### src/logic/controlPkg.sv
package controlPkg;

    // instruction format
    localparam int InstrWidth = 32;
    localparam int OpWidth    = 5;
    localparam int OpMsb      = 31;                    // opcode sits in Ir[31:27]

    // opcodes, reference encoding
    localparam logic [OpWidth-1:0] OpLd   = 5'b00000;
    localparam logic [OpWidth-1:0] OpLdi  = 5'b00001;
    localparam logic [OpWidth-1:0] OpSt   = 5'b00010;
    localparam logic [OpWidth-1:0] OpAdd  = 5'b00011;
    localparam logic [OpWidth-1:0] OpSub  = 5'b00100;
    localparam logic [OpWidth-1:0] OpAnd  = 5'b00101;
    localparam logic [OpWidth-1:0] OpOr   = 5'b00110;
    localparam logic [OpWidth-1:0] OpRor  = 5'b00111;
    localparam logic [OpWidth-1:0] OpRol  = 5'b01000;
    localparam logic [OpWidth-1:0] OpShr  = 5'b01001;
    localparam logic [OpWidth-1:0] OpShra = 5'b01010;
    localparam logic [OpWidth-1:0] OpShl  = 5'b01011;
    localparam logic [OpWidth-1:0] OpAddi = 5'b01100;
    localparam logic [OpWidth-1:0] OpAndi = 5'b01101;
    localparam logic [OpWidth-1:0] OpOri  = 5'b01110;
    localparam logic [OpWidth-1:0] OpBr   = 5'b10011;
    localparam logic [OpWidth-1:0] OpHalt = 5'b11010;  // slot after mfhi

    // encoded alu operation
    localparam int AluWidth = 4;
    localparam logic [AluWidth-1:0] AluNone = 4'd0;
    localparam logic [AluWidth-1:0] AluAdd  = 4'd1;
    localparam logic [AluWidth-1:0] AluSub  = 4'd2;
    localparam logic [AluWidth-1:0] AluAnd  = 4'd3;
    localparam logic [AluWidth-1:0] AluOr   = 4'd4;
    localparam logic [AluWidth-1:0] AluRor  = 4'd5;
    localparam logic [AluWidth-1:0] AluRol  = 4'd6;
    localparam logic [AluWidth-1:0] AluShr  = 4'd7;
    localparam logic [AluWidth-1:0] AluShra = 4'd8;
    localparam logic [AluWidth-1:0] AluShl  = 4'd9;

    // instruction classes
    localparam int ClassWidth = 3;
    localparam logic [ClassWidth-1:0] ClsIllegal = 3'd0;
    localparam logic [ClassWidth-1:0] ClsRegAlu  = 3'd1;
    localparam logic [ClassWidth-1:0] ClsImmAlu  = 3'd2;
    localparam logic [ClassWidth-1:0] ClsLoad    = 3'd3;
    localparam logic [ClassWidth-1:0] ClsStore   = 3'd4;
    localparam logic [ClassWidth-1:0] ClsBranch  = 3'd5;
    localparam logic [ClassWidth-1:0] ClsHalt    = 3'd6;

    // steps and execute lengths
    localparam int StepWidth = 3;
    localparam logic [StepWidth-1:0] StepFetch0 = 3'd0;
    localparam logic [StepWidth-1:0] StepFetch1 = 3'd1;
    localparam logic [StepWidth-1:0] StepFetch2 = 3'd2;
    localparam logic [StepWidth-1:0] StepExec   = 3'd3;  // first execute step
    localparam logic [StepWidth-1:0] LenOne     = 3'd1;  // halt and illegal
    localparam logic [StepWidth-1:0] LenAlu     = 3'd3;
    localparam logic [StepWidth-1:0] LenMem     = 3'd5;
    localparam logic [StepWidth-1:0] LenBranch  = 3'd5;

endpackage

### src/logic/opcodeDecoder.sv
`timescale 1ns/1ns

module opcodeDecoder (
    input  logic [controlPkg::OpWidth-1:0]    OpCode,
    output logic [controlPkg::ClassWidth-1:0] InstrClass,
    output logic [controlPkg::AluWidth-1:0]   AluSel,
    output logic [controlPkg::StepWidth-1:0]  InstrLength,
    output logic                              Legal
);

    always_comb begin
        InstrClass  = controlPkg::ClsIllegal;       // unknown opcode unless matched
        AluSel      = controlPkg::AluNone;
        InstrLength = controlPkg::LenOne;           // ends after first execute step
        Legal       = 1'b0;
        case (OpCode)
            controlPkg::OpLd, controlPkg::OpLdi: begin
                InstrClass  = controlPkg::ClsLoad;
                AluSel      = controlPkg::AluAdd;   // base plus offset
                InstrLength = controlPkg::LenMem;
                Legal       = 1'b1;
            end
            controlPkg::OpSt: begin
                InstrClass  = controlPkg::ClsStore;
                AluSel      = controlPkg::AluAdd;
                InstrLength = controlPkg::LenMem;
                Legal       = 1'b1;
            end
            controlPkg::OpAdd, controlPkg::OpSub, controlPkg::OpAnd,
            controlPkg::OpOr, controlPkg::OpRor, controlPkg::OpRol,
            controlPkg::OpShr, controlPkg::OpShra, controlPkg::OpShl: begin
                InstrClass  = controlPkg::ClsRegAlu;
                InstrLength = controlPkg::LenAlu;
                Legal       = 1'b1;
                case (OpCode)
                    controlPkg::OpAdd:  AluSel = controlPkg::AluAdd;
                    controlPkg::OpSub:  AluSel = controlPkg::AluSub;
                    controlPkg::OpAnd:  AluSel = controlPkg::AluAnd;
                    controlPkg::OpOr:   AluSel = controlPkg::AluOr;
                    controlPkg::OpRor:  AluSel = controlPkg::AluRor;
                    controlPkg::OpRol:  AluSel = controlPkg::AluRol;
                    controlPkg::OpShr:  AluSel = controlPkg::AluShr;
                    controlPkg::OpShra: AluSel = controlPkg::AluShra;
                    default:            AluSel = controlPkg::AluShl;
                endcase
            end
            controlPkg::OpAddi, controlPkg::OpAndi, controlPkg::OpOri: begin
                InstrClass  = controlPkg::ClsImmAlu;
                InstrLength = controlPkg::LenAlu;
                Legal       = 1'b1;
                case (OpCode)
                    controlPkg::OpAddi: AluSel = controlPkg::AluAdd;
                    controlPkg::OpAndi: AluSel = controlPkg::AluAnd;
                    default:            AluSel = controlPkg::AluOr;
                endcase
            end
            controlPkg::OpBr: begin
                InstrClass  = controlPkg::ClsBranch;
                AluSel      = controlPkg::AluAdd;   // pc plus displacement
                InstrLength = controlPkg::LenBranch;
                Legal       = 1'b1;
            end
            controlPkg::OpHalt: begin
                InstrClass  = controlPkg::ClsHalt;  // length one, sequencer parks it
                Legal       = 1'b1;
            end
            default: ;
        endcase
    end

endmodule

### src/logic/stepSequencer.sv
`timescale 1ns/1ns

module stepSequencer (
    input  logic                              Clock,
    input  logic                              Reset,
    input  logic [controlPkg::ClassWidth-1:0] InstrClass,
    input  logic [controlPkg::StepWidth-1:0]  InstrLength,
    input  logic                              Legal,
    output logic [controlPkg::StepWidth-1:0]  Step,
    output logic                              InitStep,
    output logic                              Halted,
    output logic                              Running
);

    logic [controlPkg::StepWidth:0] lastStep;  // one bit wider so 3 + 5 - 1 fits
    logic                           atLast;
    logic                           endOfInstr;

    assign lastStep = {1'b0, controlPkg::StepExec} + {1'b0, InstrLength} - 1'b1;
    assign atLast   = (Step >= controlPkg::StepExec) && ({1'b0, Step} == lastStep);

    // an unknown opcode finishes in its first execute step
    assign endOfInstr = atLast || ((Step == controlPkg::StepExec) && !Legal);

    always_ff @(posedge Clock or posedge Reset) begin
        if (Reset) begin
            Running  <= 1'b0;
            InitStep <= 1'b0;
            Halted   <= 1'b0;
            Step     <= controlPkg::StepFetch0;
        end else begin
            Running  <= 1'b1;
            InitStep <= ~Running;                           // single cycle right after reset
            if (!Running || InitStep || Halted) begin
                Step <= controlPkg::StepFetch0;             // hold until init is done
            end else if (endOfInstr) begin
                Step <= controlPkg::StepFetch0;             // back to fetch
            end else begin
                Step <= Step + 1'b1;
            end
            if ((Step == controlPkg::StepExec) && (InstrClass == controlPkg::ClsHalt)) begin
                Halted <= 1'b1;                             // sticky until reset
            end
        end
    end

    // step must stay inside the length decoded for the current instruction
    assert property (@(posedge Clock) disable iff (Reset)
        (Running && !InitStep && (Step >= controlPkg::StepExec)) |-> ({1'b0, Step} <= lastStep))
        else $error("step ran past end of instruction");

    // a halted unit parks at fetch0 and only reset releases it
    assert property (@(posedge Clock) disable iff (Reset)
        Halted |-> (Step == controlPkg::StepFetch0) ##1 Halted)
        else $error("halted unit left fetch0 or dropped without reset");

endmodule

### src/logic/controlSignalGen.sv
`timescale 1ns/1ns

module controlSignalGen (
    input  logic [controlPkg::StepWidth-1:0]  Step,
    input  logic                              InitStep,
    input  logic                              Halted,
    input  logic                              Running,
    input  logic [controlPkg::ClassWidth-1:0] InstrClass,
    input  logic [controlPkg::AluWidth-1:0]   AluSel,
    input  logic                              ConFf,
    output logic                              Gra,
    output logic                              Grb,
    output logic                              Grc,
    output logic                              Rin,
    output logic                              Rout,
    output logic                              Clear,
    output logic                              Read,
    output logic                              Write,
    output logic                              PcIn,
    output logic                              PcOut,
    output logic                              IncPc,
    output logic                              IrIn,
    output logic                              MarIn,
    output logic                              MdrIn,
    output logic                              MdrOut,
    output logic                              YIn,
    output logic                              ZIn,
    output logic                              ZLowOut,
    output logic                              ConstOut,
    output logic                              ConIn,
    output logic                              HaltOut,
    output logic [controlPkg::AluWidth-1:0]   AluOp
);

    always_comb begin
        Gra = 1'b0;      Grb = 1'b0;     Grc = 1'b0;
        Rin = 1'b0;      Rout = 1'b0;    Clear = 1'b0;
        Read = 1'b0;     Write = 1'b0;   PcIn = 1'b0;
        PcOut = 1'b0;    IncPc = 1'b0;   IrIn = 1'b0;
        MarIn = 1'b0;    MdrIn = 1'b0;   MdrOut = 1'b0;
        YIn = 1'b0;      ZIn = 1'b0;     ZLowOut = 1'b0;
        ConstOut = 1'b0; ConIn = 1'b0;   HaltOut = 1'b0;
        AluOp = controlPkg::AluNone;
        if (!Running) begin
            // held in reset, nothing driven
        end else if (Halted) begin
            HaltOut = 1'b1;                         // parked until reset
        end else if (InitStep) begin
            Clear = 1'b1;                           // clear regs, pc to zero
            PcIn  = 1'b1;
        end else begin
            case (Step)
                controlPkg::StepFetch0: begin
                    PcOut = 1'b1; MarIn = 1'b1; IncPc = 1'b1;   // pc to mar, bump pc
                end
                controlPkg::StepFetch1: begin
                    Read = 1'b1; MdrIn = 1'b1;                  // instruction into mdr
                end
                controlPkg::StepFetch2: begin
                    MdrOut = 1'b1; IrIn = 1'b1;                 // ir loads at end of cycle
                end
                3'd3: begin
                    case (InstrClass)
                        controlPkg::ClsRegAlu, controlPkg::ClsImmAlu,
                        controlPkg::ClsLoad, controlPkg::ClsStore: begin
                            Grb = 1'b1; Rout = 1'b1; YIn = 1'b1;  // rb into y
                        end
                        controlPkg::ClsBranch: begin
                            Gra = 1'b1; Rout = 1'b1; ConIn = 1'b1; // evaluate condition on ra
                        end
                        controlPkg::ClsHalt: HaltOut = 1'b1;
                        default: ;                            // illegal, idle step
                    endcase
                end
                3'd4: begin
                    case (InstrClass)
                        controlPkg::ClsRegAlu: begin
                            Grc = 1'b1; Rout = 1'b1; ZIn = 1'b1; AluOp = AluSel;
                        end
                        controlPkg::ClsImmAlu, controlPkg::ClsLoad, controlPkg::ClsStore: begin
                            ConstOut = 1'b1; ZIn = 1'b1; AluOp = AluSel;  // y op c
                        end
                        controlPkg::ClsBranch: begin
                            PcOut = 1'b1; YIn = 1'b1;
                        end
                        default: ;
                    endcase
                end
                3'd5: begin
                    case (InstrClass)
                        controlPkg::ClsRegAlu, controlPkg::ClsImmAlu: begin
                            ZLowOut = 1'b1; Gra = 1'b1; Rin = 1'b1;  // result to ra
                        end
                        controlPkg::ClsLoad, controlPkg::ClsStore: begin
                            ZLowOut = 1'b1; MarIn = 1'b1;           // effective address
                        end
                        controlPkg::ClsBranch: begin
                            ConstOut = 1'b1; ZIn = 1'b1; AluOp = AluSel;  // branch target
                        end
                        default: ;
                    endcase
                end
                3'd6: begin
                    case (InstrClass)
                        controlPkg::ClsLoad: begin
                            Read = 1'b1; MdrIn = 1'b1;
                        end
                        controlPkg::ClsStore: begin
                            Gra = 1'b1; Rout = 1'b1; MdrIn = 1'b1;  // store data
                        end
                        controlPkg::ClsBranch: begin
                            ZLowOut = ConFf;                        // taken, target on bus
                            IncPc   = ~ConFf;                       // not taken
                        end
                        default: ;
                    endcase
                end
                default: begin
                    case (InstrClass)
                        controlPkg::ClsLoad: begin
                            MdrOut = 1'b1; Gra = 1'b1; Rin = 1'b1;
                        end
                        controlPkg::ClsStore:  Write = 1'b1;
                        controlPkg::ClsBranch: PcIn = ConFf;        // commit taken branch
                        default: ;
                    endcase
                end
            endcase
        end
    end

    always_comb begin
        assert final ($onehot0({Rout, PcOut, MdrOut, ZLowOut, ConstOut}))
            else $error("bus driven by more than one source");
        assert final (!(Read && Write))
            else $error("read and write together");
    end

endmodule

### src/logic/controlUnit.sv
`timescale 1ns/1ns

module controlUnit (
    input  logic                              Clock,
    input  logic                              Reset,
    input  logic [controlPkg::InstrWidth-1:0] Ir,
    input  logic                              ConFf,
    output logic                              Gra,
    output logic                              Grb,
    output logic                              Grc,
    output logic                              Rin,
    output logic                              Rout,
    output logic                              Clear,
    output logic                              Read,
    output logic                              Write,
    output logic                              PcIn,
    output logic                              PcOut,
    output logic                              IncPc,
    output logic                              IrIn,
    output logic                              MarIn,
    output logic                              MdrIn,
    output logic                              MdrOut,
    output logic                              YIn,
    output logic                              ZIn,
    output logic                              ZLowOut,
    output logic                              ConstOut,
    output logic                              ConIn,
    output logic                              HaltOut,
    output logic [controlPkg::AluWidth-1:0]   AluOp
);

    logic [controlPkg::OpWidth-1:0]    opCode;
    logic [controlPkg::ClassWidth-1:0] instrClass;
    logic [controlPkg::AluWidth-1:0]   aluSel;
    logic [controlPkg::StepWidth-1:0]  instrLength;
    logic                              legal;
    logic [controlPkg::StepWidth-1:0]  step;
    logic                              initStep;
    logic                              halted;
    logic                              running;

    assign opCode = Ir[controlPkg::OpMsb -: controlPkg::OpWidth];  // top five bits

    opcodeDecoder decoder (
        .OpCode(opCode), .InstrClass(instrClass), .AluSel(aluSel),
        .InstrLength(instrLength), .Legal(legal)
    );

    stepSequencer sequencer (
        .Clock(Clock), .Reset(Reset), .InstrClass(instrClass),
        .InstrLength(instrLength), .Legal(legal), .Step(step),
        .InitStep(initStep), .Halted(halted), .Running(running)
    );

    controlSignalGen signalGen (
        .Step(step), .InitStep(initStep), .Halted(halted), .Running(running),
        .InstrClass(instrClass), .AluSel(aluSel), .ConFf(ConFf),
        .Gra(Gra), .Grb(Grb), .Grc(Grc), .Rin(Rin), .Rout(Rout),
        .Clear(Clear), .Read(Read), .Write(Write), .PcIn(PcIn),
        .PcOut(PcOut), .IncPc(IncPc), .IrIn(IrIn), .MarIn(MarIn),
        .MdrIn(MdrIn), .MdrOut(MdrOut), .YIn(YIn), .ZIn(ZIn),
        .ZLowOut(ZLowOut), .ConstOut(ConstOut), .ConIn(ConIn),
        .HaltOut(HaltOut), .AluOp(AluOp)
    );

endmodule

### config.mk
export PLATFORM = sky130hd
export DESIGN_NAME = controlUnit
export DESIGN_NICKNAME = d
export VERILOG_FILES = /design/src/logic/controlPkg.sv /design/src/logic/opcodeDecoder.sv /design/src/logic/stepSequencer.sv /design/src/logic/controlSignalGen.sv /design/src/logic/controlUnit.sv
export SDC_FILE = /design/constraint.sdc
export NUM_CORES = 1
export LEC_CHECK = 0
export ABC_AREA = 1
export BUFFER_PORTS_ARGS = -buffer_cell sky130_fd_sc_hd__buf_2
export CAP_MARGIN = 20
export CORE_AREA = 2 2 49 51
export CTS_BUF_LIST = sky130_fd_sc_hd__clkbuf_4
export DETAILED_ROUTE_END_ITERATION = 16
export DIE_AREA = 0 0 51 53
export GPL_TIMING_DRIVEN = 1
export PLACE_DENSITY_LB_ADDON = 0.05
export SETUP_SLACK_MARGIN = 0.1
export SYNTH_ARGS = -nofsm -noshare
export SYNTH_HDL_FRONTEND = slang
export SYNTH_SLANG_ARGS = --single-unit
### constraint.sdc
create_clock -name Clock -period 2.1 [get_ports Clock]
set_input_delay 0.21 -clock Clock [delete_from_list [all_inputs] [get_ports Clock]]
set_output_delay 0.21 -clock Clock [all_outputs]
set_load 0.01 [all_outputs]
==> impl_metrics.csv, run 1 <==
group,metric,value,unit
yosys,synthTopCellsByArea,"dfrtp_1 16%, nand2_1 15%, nor2_1 12%, inv_1 10%, a21oi_1 8.1%",
clocking,clockRootBuffer,"clkbuf_4",
global_routing,grtUsageTotal,19.7,%
placed_design,post-place-cells,225,
routing,vias,1145,
cells_and_area,syn_to_final_growth,38.1,%
yosys,synth_cell_types,25,
routing,post_drt_wl_per_cell,10.5,µm
cells_and_area,diodes,0,
run_status,outcome,"finished clean",
global_routing,grt_overflow,0,
floorplanning,rows,17,
global_routing,grt_max_degree,12,
routing,drt_iter0_markers,24,
placed_design,numPortBuffers,32,
cells_and_area,num-nets-final,248,
global_routing,antenna_found_initial,0,
timing,fmax,524,MHz
timing,fin_crit_sh,90.9,%
clocking,h-tree-depth,1,
cells_and_area,layout-drive-gt1-share,39.0,%
timing,setup_ws,0.192,ns
routing,drt-pass1-iter-count,4,
placed_design,hpwl,2000,µm
placed_design,pre_cts_ws,0.254,ns
global_routing,grt_pass1_vias,975,
power,power_density,227,mW/mm²
clocking,numCtsBuffers,3,
placed_design,gp_congestion,0.849,
clocking,cts_tree,"yes",
setup_path,end_kind,"output port",
floorplanning,chipHeight,53,µm
setup_path,cp-start-kind,"flop",
clocking,clk_pin_slew,0.04,ns
floorplanning,ios,60,
floorplanning,start_util,43.3,%
clocking,cts_buffer_depth,2,
cells_and_area,stdcell_area,0.00128,mm²
timing,final_hold_viol_count,0,
yosys,ys_ff_latch,6,
timing,final.setup.tns,0,ns
yosys,synth_top_area_cell,"dfrtp_1",
timing,setup_viol,0,
clocking,cts_sinks,6,
timing,skew,0.000836,ns
yosys,yosysTopAreaCellShare,16.2,%
global_routing,grt_pass1_wl,4040,µm
timing,fin_crit,1.91,ns
routing,routed_wl,2450,µm
floorplanning,core,0.00215,mm²
setup_path,critPathKind,"flop to output port",
timing,rsz0062_at_grt,"yes",
setup_path,worstPathRequired,1.89,ns
yosys,synth-seq-area-share,16.2,%
placed_design,placement.cell_area,0.00115,mm²
routing,via_per_inst,4.91,
setup_path,critical_path.max_fanout,5,
yosys,syn_area_per_cell,5.74,µm²
timing,slew_violations,0,
setup_path,crit_arrival,1.70,ns
worst_hold_path,hold_class,"primary input to flop",
floorplanning,fp.dieArea,0.00270,mm²
power,ir_drop,437,µV
yosys,synth_area,930,µm²
routing,ant_nets,0,
yosys,ys_warn_count,0,
floorplanning,chipWidth,51,µm
run,drv_cap,0,
routing,drcViolationCount,0,
clocking,clk_latency,0.24,ns
power,power.leakage,0.697,nW
setup_path,rrSetupSlack,0.64,ns
cells_and_area,final_cells,233,
yosys,syn_nets,203,
yosys,netlist_instances,162,
area by class of cell:
| class | instances | area, µm² |
|---|---|---|
| fill | 240 | 865 |
| clock buffer | 3 | 22.5 |
| timing repair buffer | 42 | 241 |
| inverter | 29 | 111 |
| tap | 28 | 35.0 |
| sequential | 6 | 151 |
| multi-input combinational | 125 | 722 |
metrics by stage:
step | hold WS, ns | power [mW] | utilization [%]
floorplan | 0.000959 | 0.165 | -
global placement | 0.119 | 0.189 | 53.6
detailed placement | 0.125 | 0.190 | 53.6
CTS | 0.361 | 0.297 | 56.1
global route | 0.370 | 0.315 | 59.8
finish | 0.357 | 0.291 | 59.8
sequential cells by signal (all words and copies together) (netlist names):
| name | cells |
|---|---|
| sequencer.InitStep | 1 |
| sequencer.Running | 1 |
| sequencer.Step | 3 |
| sequencer.Halted | 1 |
cells in the final DEF, fill, tap and decap left out:
cell and count:
ha_1 1, dfrtp_2 1, dlygate4sd3_1 1, inv_1 21
nand3_2 1, nand3_1 7, nand4_1 2, nand3_4 1
o211ai_1 1, nor2_1 28, inv_2 7, nand2_1 31
buf_6 1, or2_2 1, o2111ai_2 1, clkbuf_4 3
a21oi_2 1, o21ai_0 5, a211oi_1 1, ha_2 3
buf_2 32, o21ai_1 2, nor3_2 1, dfrtp_1 5
a31oi_1 1, nor2_4 2, a21oi_1 14, nor2_2 1
nand4_4 1, ha_4 2, buf_4 8, nor3_1 4
inv_4 1, nand2_2 11, o21ai_2 1, conb_1 1
path summary, 6_finish.rpt:
check,startpoint,endpoint,cells past startpoint
setup reg to reg,sequencer.Step[0],sequencer.Step[0],7
setup / recovery,sequencer.Step[1],PcIn,9
hold reg to reg,sequencer.Running,sequencer.InitStep,1
max in group asynchronous,Reset,sequencer.Step[0],3
hold / removal,Ir[31],sequencer.Halted,3
min in group asynchronous,Reset,sequencer.Step[1],3
Yosys cell counts:
cell       count
o211ai_1       1
ha_1           6
buf_1          1
inv_2          3
o2111ai_1      1
nand3_2        1
a21oi_1       15
nor3_1         5
nand3_1        7
a211oi_1       1
buf_4          1
o21ai_2        1
a31oi_1        1
conb_1         1
nand4_4        1
nand3_4        1
dfrtp_1        6
o21ai_0        7
nor2_1        29
nand2_2        6
or2_2          1
nand4_1        2
nand2_1       36
nor2_4         2
inv_1         26
critical path: stages, from the launching register on:
cell and delay, ns:
dfrtp_1 0.43, inv_2 0.07, ha_2 0.18, nand2_2 0.09, inv_4 0.05, nor3_2 0.16
buf_4 0.14, nand2_1 0.07, a21oi_2 0.12, buf_2 0.13
power breakdown:
part	internal (mW)	switching, mW	total (mW)	leakage (nW)
Combinational	0.0246	0.0464	0.0710	0.611
Sequential	0.118	0.000909	0.119	0.0723
Clock	0.0643	0.0369	0.101	0.0138
logic make-up after synthesis:
family          after synthesis  share of synthesized area, %
simple gates                 91                          46.4
compound gates               27                          16.0
buf+inv                      31                          12.9
other cells                   1                         0.403
fa+ha+maj                     6                          8.08
flops                         6                          16.2
metal layers:
layer	GRT usage (%)	up-vias	share of wire, %
li1	-	604	-
met1	24.5	512	46
met2	35.3	27	49
met3	0.847	2	3.9
met4	8.11	0	0.90
met5	0	-	0
what timing repair did:
action	4_1_cts	5_1_grt
hold endpoints to repair	6	0
hold buffers	1	0
setup endpoints to repair	6	11
pin swaps	0	8
buffers inserted	2	3
resized for setup	4	22
No activity file was read; power rests on OpenSTA's default activity.
==> run 2: changes to the inputs <==
Clock period 2.1 ns to 1.99 ns, I/O delays scaled along.
==> run 2 against run 1 <==
  * Count of clock-buffer cells in the layout unchanged
  * Sequential share of layout area fell by 0.92 points
  * Total power rose by 5.8%
  * Highest routed layer unchanged
  * Largest cell class unchanged
  * Flip-flop and latch count unchanged
  * Critical path type unchanged
  * First-iteration DRC count shrank 21%
  * Setup slack worse by 0.069 ns
  * Sequential power up 6%
  * Die area is the same
  * Clock power rose by 4%
==> impl_metrics.csv, run 2 (synthesis gave the netlist of run 1 again) <==
group,metric,value,unit
routing,vias,1154,
setup_path,cp-start-kind,"flop",
power,internal_power,219,µW
global_routing,grtUsageTotal,19.8,%
global_routing,grt_pass1_vias,987,
cells_and_area,final_common_cell,"buf_2",
power,seq_power_share,40.8,%
worst_hold_path,min_from,"Ir[31]",
clocking,cts_buffer_depth,2,
timing,setup_viol,0,
cells_and_area,fillers,207,
setup_path,r2r_start,"sequencer.Step[1]",
timing,fin_crit,1.87,ns
timing,rsz0062_at_grt,"yes",
worst_hold_path,holdPathEnd,"sequencer.Halted",
floorplanning,start_util,43.3,%
routing,post_drt_wl_per_cell,10.5,µm
worst_hold_path,hold_class,"primary input to flop",
cells_and_area,syn_to_final_growth,49.8,%
floorplanning,core,0.00215,mm²
floorplanning,ios,60,
clocking,clockRootBuffer,"clkbuf_4",
routing,ant_nets,0,
run,drv_cap,0,
clocking,clk_pin_slew,0.04,ns
cells_and_area,multi_input_area,801,µm²
routing,routed_wl,2480,µm
cells_and_area,finish.utilization,64.8,%
timing,final_hold_viol_count,0,
global_routing,grt_overflow,0,
clocking,cts_sinks,6,
clocking,h-tree-depth,1,
clocking,cts_tree,"yes",
setup_path,worstPathRequired,1.79,ns
power,power.leakage,0.747,nW
routing,drcViolationCount,0,
cells_and_area,num-nets-final,251,
power,ir_drop,436,µV
clocking,clk_latency,0.24,ns
global_routing,antenna_found_initial,0,
timing,slew_violations,0,
cells_and_area,largest_register,"sequencer.Step",
timing,fmax,535,MHz
cells_and_area,largest_register_ffs,3,
cells_and_area,layout-drive-gt1-share,42.8,%
routing,drt-pass1-iter-count,4,
setup_path,rrSetupSlack,0.44,ns
setup_path,critPathKind,"flop to output port",
timing,skew,0.00111,ns
floorplanning,rows,17,
cells_and_area,seq_area,151,µm²
power,switchingPower,89.0,µW
setup_path,end_kind,"output port",
setup_path,worst_r2r_endpoint,"sequencer.Step[0]",
placed_design,gp_congestion,0.867,
floorplanning,chipWidth,51,µm
power,power_density,221,mW/mm²
timing,final.setup.tns,0,ns
cells_and_area,final_cell_mix,"32 x buf_2, 31 x nand2_1, 26 x nor2_1",
power,switching_share,28.9,%
setup_path,crit_arrival,1.67,ns
run_status,outcome,"finished clean",
placed_design,numPortBuffers,32,
global_routing,grt_max_degree,14,
power,combPwrFrac,25.0,%
global_routing,grt_pass1_wl,4070,µm
routing,via_per_inst,4.89,
cells_and_area,diodes,0,
routing,drt_iter0_markers,19,
power,pwr-share-clk,34.2,%
placed_design,hpwl,2000,µm
timing,fin_crit_sh,93.9,%
floorplanning,fp.dieArea,0.00270,mm²
setup_path,worstRegToRegCells,10,
setup_path,critical_path.max_fanout,5,
floorplanning,chipHeight,53,µm
clocking,numCtsBuffers,3,
worst_hold_path,min_path_cells,3,
==> run 2: changes by cell type in the layout (fill, tap and decap cells not counted), moves of 2 or more <==
| cell | previous run | this run |
|---|---|---|
| buf_4 | 8 | 11 |
| ha_2 | 3 | 0 |
| a21oi_2 | 1 | 3 |
| nor2_1 | 28 | 26 |
| ha_4 | 2 | 5 |
| nand2_4 | 0 | 3 |
| nor2_4 | 2 | 4 |
| a21oi_1 | 14 | 12 |
| nand2_2 | 11 | 8 |
==> run 2: worst max path at each step <==
stage / slack [ns] / endpoint / start / depth (start not counted)
after global placement: 0.11 / PcIn / sequencer.Step[1] / 8
after global routing: 0.02 / Gra / sequencer.Step[0] / 9
final: 0.12 / Rout / sequencer.Step[0] / 9
after floorplan: 0.28 / Write / sequencer.Step[1] / 7
after CTS: 0.09 / Gra / sequencer.Step[0] / 10
after detailed placement: 0.11 / PcIn / sequencer.Step[1] / 8
==> run 2: repair_timing <==
item                       in CTS  in global routing
resized for setup              13                 30
setup endpoints to repair      11                 12
cloned                          0                  0
pin swaps                       0                  9
hold buffers                    1                  0
setup buffers                   2                  5
hold endpoints to repair        6                  0
==> run 2: area by class of cell <==
cell class	count	share of cell area (%)
sequential	6	10.9
clock buffer	3	1.62
timing repair buffer	45	19.0
inverter	29	8.54
tap	28	2.52
multi-input combinational	125	57.5
==> run 2: metrics by stage <==
| stage | std cells | instance area, µm² | power, mW | hold WS (ns) | worst slack, ns |
|---|---|---|---|---|---|
| after CTS | 231 | 1240 | 0.313 | 0.351 | 0.0910 |
| after detailed placement | 225 | 1150 | 0.202 | 0.112 | 0.110 |
| after floorplan | 162 | 930 | 0.174 | -0.0100 | 0.285 |
| final | 236 | 1390 | 0.308 | 0.363 | 0.122 |
| after global placement | 225 | 1150 | 0.200 | 0.108 | 0.106 |
| after global routing | 236 | 1390 | 0.330 | 0.365 | 0.0167 |
==> run 2: worst max-delay path, cell delays in order, from the launching register on <==
cell and delay (ns):
dfrtp_2 0.47, inv_4 0.11, ha_4 0.18, nand2_4 0.07, inv_4 0.06, nand4_1 0.12
nand2_1 0.13, nor2_1 0.05, a21oi_1 0.11, buf_2 0.14
==> run 2: metal layers <==
metal  wire, µm  track usage, %  share of wire, %  vias to the layer above
li1           -               -                 -                      610
met1       1100            24.8                45                      522
met2       1280            36.1                52                       20
met3         74           0.847               3.0                        2
met4         15            6.76              0.61                        0
met5          0               0                 0                        -
==> run 2: power by group through the flow <==
stage	registers [mW]	logic [mW]	clock network, mW
6_report	0.126	0.0771	0.105
5_1_grt	0.126	0.0875	0.116
3_3_place_gp	0.127	0.0731	0
4_1_cts	0.126	0.0761	0.112
2_1_floorplan	0.127	0.0468	0
3_5_place_dp	0.127	0.0748	0
==> run 3: changes to the inputs <==
Settings changed: PLACE_DENSITY_LB_ADDON 0.05 to 0.15.
==> run 3 against run 2 <==
  * Global-route usage rose by 0.11 points
  * First-iteration DRC count rose by 68%
  * Worst hold slack got worse by 0.011 ns
  * Routed wire length rose by 9.5%
  * Largest power group unchanged
==> impl_metrics.csv, run 3 (synthesis gave the netlist of run 1 again) <==
group,metric,value,unit
run_status,outcome,"finished clean",
global_routing,grtUsageTotal,19.9,%
routing,drt_iter0_markers,32,
run,drv_cap,0,
setup_path,end_kind,"output port",
routing,met3_length,135,µm
cells_and_area,largest_register,"sequencer.Step",
setup_path,crit_family,"flip-flops",
timing,final_hold_viol_count,0,
setup_path,path_cells,"inv_4, ha_4, nand2_4, inv_4, nor3_2, buf_4, nand2_2, nand2_2, nor2_1, buf_2",
placed_design,hpwl,2010,µm
power,combPwrFrac,25.2,%
timing,fin_crit_sh,94.3,%
global_routing,antenna_found_initial,0,
floorplanning,core,0.00215,mm²
routing,via_per_inst,4.99,
global_routing,grt_pass1_wl,4100,µm
clocking,numCtsBuffers,3,
placed_design,post-place-cells,226,
placed_design,numPortBuffers,32,
setup_path,cp-start-kind,"flop",
cells_and_area,largest_register_ffs,3,
power,pwr-share-clk,34.1,%
cells_and_area,diodes,0,
timing,rsz0062_at_grt,"yes",
routing,drt-pass1-iter-count,4,
cells_and_area,num-nets-final,252,
timing,slew_violations,0,
cells_and_area,syn_to_final_growth,53.7,%
global_routing,grt_overflow,0,
setup_path,slowest_delay,0.45,ns
routing,routed_wl,2710,µm
power,ir_drop,316,µV
power,switching_share,29.2,%
setup_path,critical_path.max_fanout,5,
setup_path,critPathKind,"flop to output port",
cells_and_area,final_cells,237,
power,seq_power_share,40.7,%
routing,met2_length,1450,µm
cells_and_area,final_cell_mix,"32 x buf_2, 26 x nor2_1, 26 x nand2_1",
cells_and_area,fillers,211,
setup_path,crit_arrival,1.68,ns
floorplanning,ios,60,
clocking,cts_sinks,6,
routing,ant_nets,0,
setup_path,worstPathBufferInverterCount,4,
global_routing,grt_max_degree,9,
cells_and_area,final_common_cell,"buf_2",
timing,final.setup.tns,0,ns
power,internal_power,218,µW
timing,setup_viol,0,
floorplanning,fp.dieArea,0.00270,mm²
routing,drcViolationCount,0,
worst_hold_path,hold_class,"primary input to flop",
power,switchingPower,90.1,µW
floorplanning,chipWidth,51,µm
clocking,clk_latency,0.24,ns
timing,fmax,533,MHz
placed_design,gp_congestion,0.858,
cells_and_area,layout-drive-gt1-share,46.9,%
clocking,h-tree-depth,1,
placed_design,pre_cts_ws,0.166,ns
timing,setup_ws,0.113,ns
routing,vias,1182,
clocking,clockRootBuffer,"clkbuf_4",
power,power.leakage,0.792,nW
clocking,cts_tree,"yes",
floorplanning,start_util,43.3,%
routing,wl_met1,1100,µm
floorplanning,rows,17,
global_routing,grt_pass1_vias,1020,
routing,top_layer_used,"met4",
floorplanning,chipHeight,53,µm
setup_path,worstPathRequired,1.79,ns
routing,post_drt_wl_per_cell,11.4,µm
setup_path,cp_slowest_cell,"dfrtp_2",
power,power_density,216,mW/mm²
clocking,cts_buffer_depth,2,
timing,fin_crit,1.88,ns
timing,skew,0.000612,ns
clocking,clk_pin_slew,0.04,ns
-- run 3: cell types whose count changed in the layout (fill, tap and decap cells not counted), moves of 2 or more --
cell     before  now
nand2_1      31   26
nand2_2       8   11
a21oi_1      12   10
a21oi_2       3    5
inv_4         2    4
nand2_4       3    5
o21ai_0       6    4
o21ai_1       1    3
-- run 3: power groups by stage --
stage / Clock [mW] / Sequential, mW / Combinational, mW
floorplan: 0 / 0.127 / 0.0468
global placement: 0 / 0.127 / 0.0721
detailed placement: 0 / 0.127 / 0.0736
CTS: 0.111 / 0.126 / 0.0751
global route: 0.124 / 0.126 / 0.0860
finish: 0.105 / 0.125 / 0.0778
-- run 3: layer usage --
metal  up-vias  global-route usage (%)
met5         -                       0
met3         3                    1.69
met2        37                    39.2
met1       535                    21.5
li1        607                       -
met4         0                    8.56
-- run 3: path summary, 6_finish.rpt --
kind	from	endpoint	slack (ns)	cells past startpoint
max in group asynchronous	Reset	sequencer.Step[1]	1.38	3
min in group asynchronous	Reset	sequencer.Running	0.41	3
max	sequencer.Step[1]	MdrOut	0.11	10
min	Ir[31]	sequencer.Halted	0.35	3
max reg2reg	sequencer.Step[0]	sequencer.Step[0]	0.50	7
min reg2reg	sequencer.Running	sequencer.InitStep	0.43	1
-- run 3: layout make-up --
cell class / instances / area [µm²] / area share [%]
clock buffer: 3 / 22.5 / 1.58
inverter: 29 / 119 / 8.32
multi-input combinational: 125 / 825 / 57.7
sequential: 6 / 153 / 10.7
tap: 28 / 35.0 / 2.45
timing repair buffer: 46 / 275 / 19.3
-- run 3: through the flow --
stage | cell area (µm²) | power [mW] | hold WS (ns) | util [%]
after CTS | 1250 | 0.312 | 0.345 | 58.2
after detailed placement | 1160 | 0.201 | 0.110 | 53.9
final | 1430 | 0.308 | 0.353 | 66.5
after global placement | 1160 | 0.199 | 0.106 | 53.9
after floorplan | 930 | 0.174 | -0.0100 | -
after global routing | 1430 | 0.336 | 0.362 | 66.5
-- run 3: worst register-to-register path, stage by stage (launching register included) --
cell and delay (ns):
dfrtp_2 0.47, ha_4 0.20, ha_4 0.18, o21ai_0 0.19
a21oi_1 0.09, nand3_1 0.09, nand3_2 0.09, nor2_1 0.11
-- run 3: repair_timing --
| item | CTS | global route |
|---|---|---|
| endpoints found under the hold margin | 6 | 0 |
| buffers inserted | 4 | 3 |
| setup endpoints to repair | 11 | 14 |
| cloned | 0 | 0 |
| resized for setup | 11 | 44 |
| hold buffers | 1 | 0 |
| pin swaps | 2 | 16 |
